--- src/rtl/pipe_macros.svh ---
// Width constants shared by the ISA and pipeline packages; include before either package
`ifndef PIPE_MACROS_SVH
`define PIPE_MACROS_SVH

// Instruction word width for RV32I
`define PIPE_XLEN 32

// Register index width, 32 architectural registers
`define PIPE_REG_IDX_W 5

// Major opcode field width, bits [6:0] of the word
`define PIPE_OPCODE_W 7

// Widths must stay consistent with the fixed RV32I field positions
// used in the decoder (rd at [11:7], rs1 at [19:15], rs2 at [24:20])

`endif
--- src/rtl/pipe_pkg.sv ---
// Pipeline-side types for tracked stage state, used by the stage tracker and hazard unit
`include "pipe_macros.svh"

package pipe_pkg;

    // Destination register held by a tracked stage
    // Zero means the stage writes nothing, either a bubble or an rd of x0
    typedef logic [`PIPE_REG_IDX_W-1:0] stage_dst_t;

    // Stage occupied flag
    // High for any accepted instruction, including illegal ones with no rd
    typedef logic stage_vld_t;

    // Stage order after decode
    // Execute, then memory, then writeback
    // Writeback never compares since the register file writes before read

endpackage

--- src/rtl/isa_pkg.sv ---
// ISA-level types and RV32I major opcodes, referenced by scoped name from decode and the testbench
`include "pipe_macros.svh"

package isa_pkg;

    // Raw instruction word as held by fetch
    typedef logic [`PIPE_XLEN-1:0] instr_t;

    // Architectural register index, x0 is hardwired zero
    typedef logic [`PIPE_REG_IDX_W-1:0] reg_idx_t;

    // Major opcode field
    typedef logic [`PIPE_OPCODE_W-1:0] opcode_t;

    // R-type ALU ops, read rs1/rs2 and write rd
    localparam opcode_t OP_REG    = 7'b0110011;
    // I-type ALU ops
    localparam opcode_t OP_IMM    = 7'b0010011;
    // Loads, base register in rs1
    localparam opcode_t OP_LOAD   = 7'b0000011;
    // Stores, base in rs1 and data in rs2
    localparam opcode_t OP_STORE  = 7'b0100011;
    // Conditional branches compare rs1 and rs2
    localparam opcode_t OP_BRANCH = 7'b1100011;
    // Indirect jump, target from rs1, link to rd
    localparam opcode_t OP_JALR   = 7'b1100111;
    // Direct jump, link only
    localparam opcode_t OP_JAL    = 7'b1101111;
    // Upper immediate forms, no register source
    localparam opcode_t OP_LUI    = 7'b0110111;
    localparam opcode_t OP_AUIPC  = 7'b0010111;

endpackage

--- src/rtl/hazard_ctrl_top.sv ---
// Operand hazard control top; decode usage, stall decision and stage tracking for fetch
`timescale 1ns/10ps

module hazard_ctrl_top
(
    input  logic              clk,
    input  logic              rst_n,
    input  logic              fetch_valid,
    input  isa_pkg::instr_t   fetch_instr,
    output logic              stall,
    output logic              issue,
    output logic              illegal,
    output logic              wb_valid,
    output isa_pkg::reg_idx_t wb_dst
);

    // Decoded register usage
    isa_pkg::reg_idx_t    src1_idx;
    isa_pkg::reg_idx_t    src2_idx;
    isa_pkg::reg_idx_t    dst_idx;

    // In-flight destinations for comparison
    pipe_pkg::stage_dst_t ex_dst;
    pipe_pkg::stage_dst_t mem_dst;

    instr_decoder u_decoder (
        .fetch_instr (fetch_instr),
        .src1_idx    (src1_idx),
        .src2_idx    (src2_idx),
        .dst_idx     (dst_idx),
        .illegal     (illegal)
    );

    hazard_detection_unit u_hazard (
        .fetch_valid (fetch_valid),
        .src1_idx    (src1_idx),
        .src2_idx    (src2_idx),
        .ex_dst      (ex_dst),
        .mem_dst     (mem_dst),
        .stall       (stall),
        .issue       (issue)
    );

    // Issue gates entry into execute
    stage_tracker u_tracker (
        .clk      (clk),
        .rst_n    (rst_n),
        .issue    (issue),
        .dst_idx  (dst_idx),
        .ex_dst   (ex_dst),
        .mem_dst  (mem_dst),
        .wb_valid (wb_valid),
        .wb_dst   (wb_dst)
    );

endmodule

--- src/rtl/stage_tracker.sv ---
// Destination tracking through execute, memory and writeback; feeds hazard compares and wb outputs
`timescale 1ns/10ps

module stage_tracker
(
    input  logic                 clk,
    input  logic                 rst_n,
    input  logic                 issue,
    input  isa_pkg::reg_idx_t    dst_idx,
    output pipe_pkg::stage_dst_t ex_dst,
    output pipe_pkg::stage_dst_t mem_dst,
    output logic                 wb_valid,
    output isa_pkg::reg_idx_t    wb_dst
);

    pipe_pkg::stage_vld_t ex_vld;
    pipe_pkg::stage_vld_t mem_vld;
    pipe_pkg::stage_vld_t wb_vld;

    // Three-deep chain that advances every edge
    // Nothing after decode can back-pressure
    always_ff @(posedge clk or negedge rst_n)
    begin
        if (!rst_n)
        begin
            // Empty pipe with no pending writes
            ex_vld  <= 1'b0;
            ex_dst  <= '0;
            mem_vld <= 1'b0;
            mem_dst <= '0;
            wb_vld  <= 1'b0;
            wb_dst  <= '0;
        end
        else
        begin
            // Bubble with zero dst on any edge without issue
            ex_vld <= issue;
            ex_dst <= issue ? pipe_pkg::stage_dst_t'(dst_idx) : '0;

            // Execute to memory
            mem_vld <= ex_vld;
            mem_dst <= ex_dst;

            // Memory to writeback two edges after acceptance
            wb_vld <= mem_vld;
            wb_dst <= isa_pkg::reg_idx_t'(mem_dst);
        end
    end

    assign wb_valid = wb_vld;

    // A register write in writeback must belong to a real instruction
    a_wb_dst_has_valid : assert property (
        @(posedge clk) disable iff (!rst_n)
        (wb_dst != '0) |-> wb_valid
    )
    else $error("wb_dst nonzero without wb_valid");

    // Every accepted instruction occupies execute on the next cycle
    // and reaches writeback with its own destination two edges later
    a_issue_reaches_wb : assert property (
        @(posedge clk) disable iff (!rst_n)
        issue |=> ex_vld ##1 mem_vld ##1 (wb_valid && (wb_dst == $past(dst_idx, 3)))
    )
    else $error("accepted instruction lost between execute and writeback");

endmodule

--- src/rtl/hazard_detection_unit.sv ---
// Decode stall logic for a pipeline without forwarding; compares sources to in-flight destinations
`timescale 1ns/10ps

module hazard_detection_unit
(
    input  logic                 fetch_valid,
    input  isa_pkg::reg_idx_t    src1_idx,
    input  isa_pkg::reg_idx_t    src2_idx,
    input  pipe_pkg::stage_dst_t ex_dst,
    input  pipe_pkg::stage_dst_t mem_dst,
    output logic                 stall,
    output logic                 issue
);

    logic src1_live;
    logic src2_live;
    logic src1_hit;
    logic src2_hit;
    logic raw_hazard;

    // x0 reads never wait on anything
    // Also covers unused sources, which the decoder zeroes
    assign src1_live = (src1_idx != '0);
    assign src2_live = (src2_idx != '0);

    // Pending write in execute or memory
    // Writeback is excluded since the register file writes before decode reads
    assign src1_hit = src1_live &&
                      ((src1_idx == isa_pkg::reg_idx_t'(ex_dst)) ||
                       (src1_idx == isa_pkg::reg_idx_t'(mem_dst)));
    assign src2_hit = src2_live &&
                      ((src2_idx == isa_pkg::reg_idx_t'(ex_dst)) ||
                       (src2_idx == isa_pkg::reg_idx_t'(mem_dst)));

    // One rule for data, load-use, store-use, jump-use and branch-use
    // since the decoder already masked sources per opcode
    assign raw_hazard = src1_hit || src2_hit;

    // Only a valid decode slot can stall
    // Fetch must hold its word whenever stall is high
    assign stall = fetch_valid && raw_hazard;

    // Accepted at the next edge when high
    assign issue = fetch_valid && !raw_hazard;

endmodule

--- src/rtl/instr_decoder.sv ---
// Decode-stage register usage extraction; feeds the hazard unit with zeroed unused indices
`timescale 1ns/10ps

module instr_decoder
(
    input  isa_pkg::instr_t   fetch_instr,
    output isa_pkg::reg_idx_t src1_idx,
    output isa_pkg::reg_idx_t src2_idx,
    output isa_pkg::reg_idx_t dst_idx,
    output logic              illegal
);

    isa_pkg::opcode_t  opcode;
    isa_pkg::reg_idx_t rs1_field;
    isa_pkg::reg_idx_t rs2_field;
    isa_pkg::reg_idx_t rd_field;
    logic              use_rs1;
    logic              use_rs2;
    logic              use_rd;

    // Fixed RV32I field positions, same across all formats that carry them
    assign opcode    = fetch_instr[6:0];
    assign rd_field  = fetch_instr[11:7];
    assign rs1_field = fetch_instr[19:15];
    assign rs2_field = fetch_instr[24:20];

    // Per-opcode register usage
    always_comb
    begin
        use_rs1 = 1'b0;
        use_rs2 = 1'b0;
        use_rd  = 1'b0;
        illegal = 1'b0;
        case (opcode)
            // Register-register ALU
            isa_pkg::OP_REG:
            begin
                use_rs1 = 1'b1;
                use_rs2 = 1'b1;
                use_rd  = 1'b1;
            end
            // Single source, writes rd
            isa_pkg::OP_IMM, isa_pkg::OP_LOAD, isa_pkg::OP_JALR:
            begin
                use_rs1 = 1'b1;
                use_rd  = 1'b1;
            end
            // Two sources, no writeback
            // Bits [11:7] are immediate here, not rd
            isa_pkg::OP_STORE, isa_pkg::OP_BRANCH:
            begin
                use_rs1 = 1'b1;
                use_rs2 = 1'b1;
            end
            // Immediate only, bits [24:15] are not registers
            isa_pkg::OP_JAL, isa_pkg::OP_LUI, isa_pkg::OP_AUIPC:
            begin
                use_rd = 1'b1;
            end
            // Outside RV32I, issues as a no-register slot
            default:
            begin
                illegal = 1'b1;
            end
        endcase
    end

    // Unused fields forced to x0 so hazard compares can ignore the format
    assign src1_idx = use_rs1 ? rs1_field : '0;
    assign src2_idx = use_rs2 ? rs2_field : '0;
    assign dst_idx  = use_rd  ? rd_field  : '0;

endmodule

--- config.mk ---
export PLATFORM = sky130hd
export DESIGN_NAME = hazard_ctrl_top
export DESIGN_NICKNAME = d
export VERILOG_FILES = /design/src/rtl/pipe_pkg.sv /design/src/rtl/isa_pkg.sv /design/src/rtl/hazard_ctrl_top.sv /design/src/rtl/stage_tracker.sv /design/src/rtl/hazard_detection_unit.sv /design/src/rtl/instr_decoder.sv
export VERILOG_INCLUDE_DIRS = /design/src /design/src/rtl
export SDC_FILE = /design/constraint.sdc
export NUM_CORES = 1
export LEC_CHECK = 0
export ABC_AREA = 1
export BUFFER_PORTS_ARGS = -buffer_cell sky130_fd_sc_hd__buf_2
export CORE_UTILIZATION = 51
export DETAILED_ROUTE_END_ITERATION = 7
export PLACE_DENSITY = 0.93
export SLEW_MARGIN = 5
export SYNTH_ARGS = -nofsm -noshare
export SYNTH_HDL_FRONTEND = slang
export SYNTH_SLANG_ARGS = --single-unit
--- constraint.sdc ---
create_clock -name clk -period 3.62 [get_ports clk]
set_input_delay 0.362 -clock clk [delete_from_list [all_inputs] [get_ports clk]]
set_output_delay 0.362 -clock clk [all_outputs]
set_load 0.005 [all_outputs]
==> results.md, run 1 <==
- Total CTS buffers: 3
- Synth Area in Adders: 0%
- Crit-path cells: buf_2, inv_1, nand2_1, nor2_2, nand2_1, nand3_2, nand2_1, nand2_1, nand2_1, nor2_1, nand3_1, nand2_1, nand2_2, nand3_4, inv_1, buf_2
- Crit path max-delay cell type: nor2_2
- Core Box Area: 2000 um2
- Max frequency: between 400 and 500 MHz
- Max Cap Violations: 0
- Total power: 0.383 mW
- Placed Instances: 204
- Num rows: 16
- Root Buffer: clkbuf_4
- Xor/xnor cell area share of the yosys netlist: approximately 5.6%
- Main combinational cell family by area after synthesis: simple AND/OR/NAND/NOR gates
- Max stage delay on crit path: 0.23 ns
- Count of nets after finishing: roughly 220
- Die H: a little under 50 um
- Count of final hold-check violations: 0
- Status: finished, final reports clean
- Vias/cell: 4.87
- Mux share of post-synthesis cell area: 0%
- IO Count: 44
- Final TNS setup: 0 ns
- Initial cell density of the core: a little over half
- Vias: 1017
- Finish-stage setup viols: 0
- Crit start category: primary input
- Final Critical Period: 2.48 ns
- Fin util: approximately two thirds
- Worst EP arrival: ~2.1 ns
- CTS tree: yes
- CP Buf/Inv Count: 4
- Port buffer count: 33
- Synth top area share: between 40% and 50%
- Max Root-Sink Buffers: 2
- Vias in the first global route: 982
- RSZ-0062 raised after global routing: false
- P_sw: ~0.094 mW
- GRT Util Overall: 22.2%
- Max-slew headroom: 75.0%
- Drc violations: 0
- Max Slew Vio Count: 0
- Syn_nets: 180
- Top cell family by delay on the critical path: simple AND/OR/NAND/NOR gates
- Initial DRC Count: 11
- Pwr dens: between 200 and 300 nW/um2
- Inserted Diodes: 0
- Design internal power: 0.290 mW
- DR pass1 iterations: 4
- Post-synthesis sequential area ratio: 41.0%
- Clock sinks: 18
- Maximum vdd drop: 278 uV
- Synthesized area per cell: 7.57 um2
- Worst-path clk slew: 0.09 ns
- Worst hold margin: 0.288 ns
- GP Congestion: 0.919
- Switching Fraction: 24.5%
- Clock network power share: 31.3%
- Cell accounting for the most synthesized area: dfrtp_1
- Largest net degree at the start of global routing: 19
- Clock skew: 0.00468 ns
- Chip width: 48.4 um
- Worst EP required: 3.26 ns
- Hold Crit Class: in2reg
- Mapped cell area: 1100 um2
- Clk_lat worst skew: roughly 0.29 ns
- HPWL Detailed: 1870 um
- P_leak: a little over 0.7 nW
- Flops & latches, synth: 18
- Share of cells above drive strength 1: 28.0%
- CP Depth: 16
- Ys Warns: 0
- Gate power share: 14.3%
- Sequential share of power: a little over half
- Netlist cell types: 19
- Most frequent cells in the layout: nand2_1, buf_2, inv_1, dfrtp_1, nor2_1
- Worst hold path depth: 3
- Drt wl/cell: 10.7 um
- FF-to-FF path depth: 8
- Synth area leaders: dfrtp_1, nand2_1, inv_1, nand3_1, nor2_1
- Worst slew pin tran: 0.374 ns
- Crit end category: output pin
- Post-route antenna net violation count: 0
- Classification of the worst setup path: in2out
- Crit path top cell by count: nand2_1
- Die area: approximately 2300 um2
- GRT overflow: 0
- Synth Area in Compound Gates: 2.96%
- Critical path peak fanout: 14
- Syn Inst Count: ~150
- Commonest non-fill, non-tap cell in the layout: nand2_1
- Initial antenna violation count: 0
- Post-CTS setup buffers: 0
- P&R area growth vs syn: 21.3%
- First-pass GRT wire length: 3990 um
- Fraction of the mapped netlist area in simple logic gates: 43.2%
- H-Tree Depth: 1
- Period utilization: just under 70%
- Final WL: ~2200 um
- Final std cells w/o fill: about 210
-- Yosys cell counts --
cell       n
o21ai_0    3
a31oi_1    1
nand3_4    2
nand3_1   13
xor2_1     5
nand3b_1   3
buf_6      1
nand3_2    1
xnor2_1    2
nor3_1     2
nand2_1   49
nor2_1    14
nand2_2    4
a21boi_2   1
nor2_2     2
nand4_1    2
nor2_4     4
dfrtp_1   18
inv_1     18
-- power by group through the flow --
stage	sequential (mW)	clock [mW]	combinational, mW
2_1_floorplan	0.211	0	0.0272
3_3_place_gp	0.211	0	0.0517
3_5_place_dp	0.212	0	0.0544
4_1_cts	0.208	0.121	0.0555
5_1_grt	0.209	0.132	0.0628
6_report	0.208	0.120	0.0550
-- cell type report --
type	instances	area, um2
Fill cell	171	671
Timing Repair Buffer	34	175
Sequential cell	18	450
Clock buffer	4	36.3
Inverter	18	67.6
Multi-Input combinational cell	108	568
Tap cell	27	33.8
-- per-layer routing --
layer | up-vias | GRT usage, % | wire length (um)
met1 | 440 | 26.4 | 906
met2 | 43 | 41.3 | 1160
met5 | - | 0 | 0
met3 | 4 | 4.09 | 143
li1 | 530 | - | -
met4 | 0 | 4.90 | 36
-- path summary, 6_finish.rpt --
check / from / end / slack [ns]
min in group asynchronous: rst_n / u_tracker.mem_dst[0]$_DFF_PN0_ / 0.51
max: fetch_instr[3] / issue / 1.14
min reg2reg: u_tracker.ex_vld$_DFF_PN0_ / u_tracker.mem_vld$_DFF_PN0_ / 0.36
max in group asynchronous: rst_n / u_tracker.mem_vld$_DFF_PN0_ / 2.84
max reg2reg: u_tracker.ex_dst[0]$_DFF_PN0_ / u_tracker.ex_dst[1]$_DFF_PN0_ / 2.32
min: fetch_instr[9] / u_tracker.ex_dst[2]$_DFF_PN0_ / 0.29
-- registers in the layout, summed over array words and instances (netlist names) --
name	flops
u_tracker.ex_dst	5
u_tracker.mem_vld	1
u_tracker.mem_dst	5
u_tracker.wb_dst	5
u_tracker.ex_vld	1
u_tracker.wb_valid	1
-- cells by family (layout without fill, tap and decap cells) --
group,count (synthesis),after routing
buffers and inverters,19,56
AND/OR/NAND/NOR,96,96
XOR/XNOR,7,7
flip-flops,18,18
AO/OA/AOI/OAI,5,5
-- what timing repair did --
action / 4_1_cts / 5_1_grt
resized for setup: 0 / 0
hold buffers: 1 / 0
hold endpoints to repair: 18 / 0
-- stage by stage --
step / cell area, um2 / setup WS, ns
floorplan: 1100 / 1.69
global placement: 1280 / 1.26
detailed placement: 1280 / 1.16
CTS: 1330 / 1.16
global route: 1330 / 0.931
finish: 1330 / 1.14
-- tightest hold or removal path: stages --
cell and delay [ns]:
buf_2 0.09, nand2_1 0.05, nor2_1 0.04
Power figures use the tool's default switching activity.
==> run 2: changes to the inputs <==
--- a/config.mk
+++ b/config.mk
@@ -8,9 +8,9 @@
 export LEC_CHECK = 0
 export ABC_AREA = 1
 export BUFFER_PORTS_ARGS = -buffer_cell sky130_fd_sc_hd__buf_2
-export CORE_UTILIZATION = 51
+export CORE_UTILIZATION = 43
 export DETAILED_ROUTE_END_ITERATION = 7
-export PLACE_DENSITY = 0.93
+export PLACE_DENSITY = 0.84
 export SLEW_MARGIN = 5
 export SYNTH_ARGS = -nofsm -noshare
 export SYNTH_HDL_FRONTEND = slang
==> constraint.sdc (replaced) <==
create_clock -name clk -period 2.2 [get_ports clk]
set_input_delay 0.22 -clock clk [delete_from_list [all_inputs] [get_ports clk]]
set_output_delay 0.22 -clock clk [all_outputs]
set_load 0.005 [all_outputs]
==> run 2 against run 1 <==
Net effect:
- sequential share of layout area decreased by 1.8 points
- wire length increased by 5.2%
- sequential power increased by 64%
- core utilization decreased by 5.3 points
- global-route usage decreased by 3.9 points
- critical path type unchanged
==> results.md, run 2 (synthesized netlist as in run 1, its figures left out) <==
- Max Cap Violations: 0 (unchanged)
- M3 GR Usage: 3.48% (-0.61 points)
- Final std cells w/o fill: 216 (+3.3%)
- Grt met1 use: 21.0% (-5.4 points)
- P_leak: 0.763 nW (+5.1%)
- Worst EP required: 1.98 ns (-1.28 ns)
- Pre-CTS setup slack: -0.000185 ns (-1.16 ns)
- Vias: 1027 (+0.98%)
- Fin area: 1410 um2 (+5.5%)
- Vias/cell: 4.75 (-2.3%)
- Finish-stage setup viols: 0 (unchanged)
- Fin util: 61.2% (-5.3 points)
- Post-route antenna net violation count: 0 (unchanged)
- Final WL: 2360 um (+5.2%)
- Worst-path clk slew: 0.09 ns (about the same)
- Core Box Area: 2300 um2 (+15%)
- Max-slew headroom: 74.6% (-0.41 points)
- Final Critical Period: 2.06 ns
- RSZ-0062 raised after global routing: false
- Max frequency: 486 MHz
- Maximum vdd drop: 467 uV (+68%)
- Final worst slack: 0.141 ns (-0.994 ns)
- Chip width: 52.5 um (+8.5%)
- CTS tree: yes
- Drt wl/cell: 10.9 um (+1.8%)
- Critical path peak fanout: 8 (-6)
- Clk_lat worst skew: 0.28 ns (about the same)
- Met2 usage in global routing: 35.0% (-6.3 points)
- Initial antenna violation count: 0 (unchanged)
- Max Slew Vio Count: 0 (unchanged)
- FF-to-FF Start: u_tracker.mem_dst[2]$_DFF_PN0_
- Crit-path cells: buf_2, inv_1, nand2_1, nor2_4, nand2_2, nand3_4, nand2_1, nand2_1, nand2_1, nor2_1, nand3_1, nand2_1, nand2_2, nand3_4, inv_2, buf_2
- Initial DRC Count: 16 (+5)
- Drc violations: 0 (unchanged)
- R2R setup slack: 0.89 ns (-1.43 ns)
- Commonest non-fill, non-tap cell in the layout: nand2_1
- Port buffer count: 33 (unchanged)
- Largest net degree at the start of global routing: 19 (unchanged)
- Hold Crit Class: in2reg
- Crit path top cell by count: nand2_1
- Crit start category: primary input
- Worst EP arrival: 1.84 ns (-0.28 ns)
- Most frequent cells in the layout: nand2_1, buf_2, dfrtp_1
- H-Tree Depth: 1 (unchanged)
- GRT Util Overall: 18.3% (-3.9 points)
- Die area: 2760 um2 (+18%)
- Placed Instances: 205 (+0.49%)
- Max stage delay on crit path: 0.18 ns (-0.05 ns)
- Vias in the first global route: 914 (-6.9%)
- Inserted Diodes: 0 (unchanged)
- Largest registers: u_tracker.ex_dst (5), u_tracker.mem_dst (5), u_tracker.wb_dst (5)
- FF-to-FF path depth: 9 (+1)
- Die H: 52.5 um (+8.5%)
- DR pass1 iterations: 4 (unchanged)
- Num rows: 17 (+1)
- P&R area growth vs syn: 28.1%
- Initial cell density of the core: 47.8% (-7.0 points)
- Status: finished, final reports clean
- Total CTS buffers: 3 (unchanged)
- Clock skew: 0.00588 ns (+0.00121 ns)
- Period utilization: 93.6%
- First-pass GRT wire length: 3660 um (-8.1%)
- Root Buffer: clkbuf_4
- Worst Setup SP: fetch_instr[3]
- GP Congestion: 0.876 (-4.6%)
- Share of cells above drive strength 1: 31.4% (+3.4 points)
- GRT busiest layer: met2
- Max Root-Sink Buffers: 2 (unchanged)
- Classification of the worst setup path: in2out
- Clock sinks: 18 (unchanged)
- Total power: 0.629 mW (+64%)
- GRT overflow: 0 (unchanged)
- Crit path max-delay cell type: nor2_4
- Worst slew pin tran: 0.381 ns (+0.00621 ns)
- Count of nets after finishing: 224 (+2.8%)
- HPWL Detailed: 1880 um (+0.88%)
- Count of final hold-check violations: 0 (unchanged)
- Worst setup endpoint: issue
- Worst hold path depth: 3 (unchanged)
- IO Count: 44 (unchanged)
- Placed cell areas: 1290 um2 (about the same)
- Worst hold margin: 0.156 ns (-0.132 ns)
- Pwr dens: 448 nW/um2 (+55%)
- Crit end category: output pin
- Crit Reg-Reg Endpoint: u_tracker.ex_dst[1]$_DFF_PN0_
- Filler Cells Inserted: 213 (+25%)
- Final TNS setup: 0 ns (unchanged)
-- run 2: per-layer routing --
layer,share of wire [%],vias to the layer above
met1,42,452
met3,5.5,0
li1,-,539
met4,0,0
met2,52,36
met5,0,-
-- run 2: worst min-delay path by stage --
stage	start	end	slack, ns
6_report	fetch_instr[7]	u_tracker.ex_dst[0]$_DFF_PN0_	0.16
5_1_grt	fetch_instr[9]	u_tracker.ex_dst[2]$_DFF_PN0_	0.13
4_1_cts	fetch_instr[9]	u_tracker.ex_dst[2]$_DFF_PN0_	0.15
3_5_place_dp	rst_n	u_tracker.ex_dst[0]$_DFF_PN0_	0.16
3_3_place_gp	rst_n	u_tracker.ex_vld$_DFF_PN0_	0.15
2_1_floorplan	rst_n	u_tracker.ex_dst[0]$_DFF_PN0_	-0.08
-- run 2: critical path: cells and delay by family --
family | cells | cell delay [ns]
AND/OR/NAND/NOR | 12 | 1.26
buffers and inverters | 4 | 0.33
-- run 2: where the power goes --
group | leakage, nW | switching [mW] | internal [mW]
Clock | 0.0210 | 0.0901 | 0.101
Combinational | 0.497 | 0.0559 | 0.0409
Sequential | 0.245 | 0.00342 | 0.338
Total | 0.763 | 0.149 | 0.480
-- run 2: repair_timing --
| item | CTS | global route |
|---|---|---|
| gates resized for setup | 1 | 5 |
| hold endpoints to repair | 18 | 0 |
| setup endpoints to repair | 1 | 2 |
| pin swaps | 0 | 5 |
| buffers inserted | 0 | 6 |
| hold buffers | 1 | 0 |
-- run 2: cell type report --
class                           count  area (um2)  share of cell area (%)
Tap cell                           28        35.0                    2.49
Multi-Input combinational cell    108         583                    41.5
Clock buffer                        4        36.3                    2.58
Timing Repair Buffer               40         233                    16.6
Inverter                           18        67.6                    4.81
Sequential cell                    18         450                    32.1
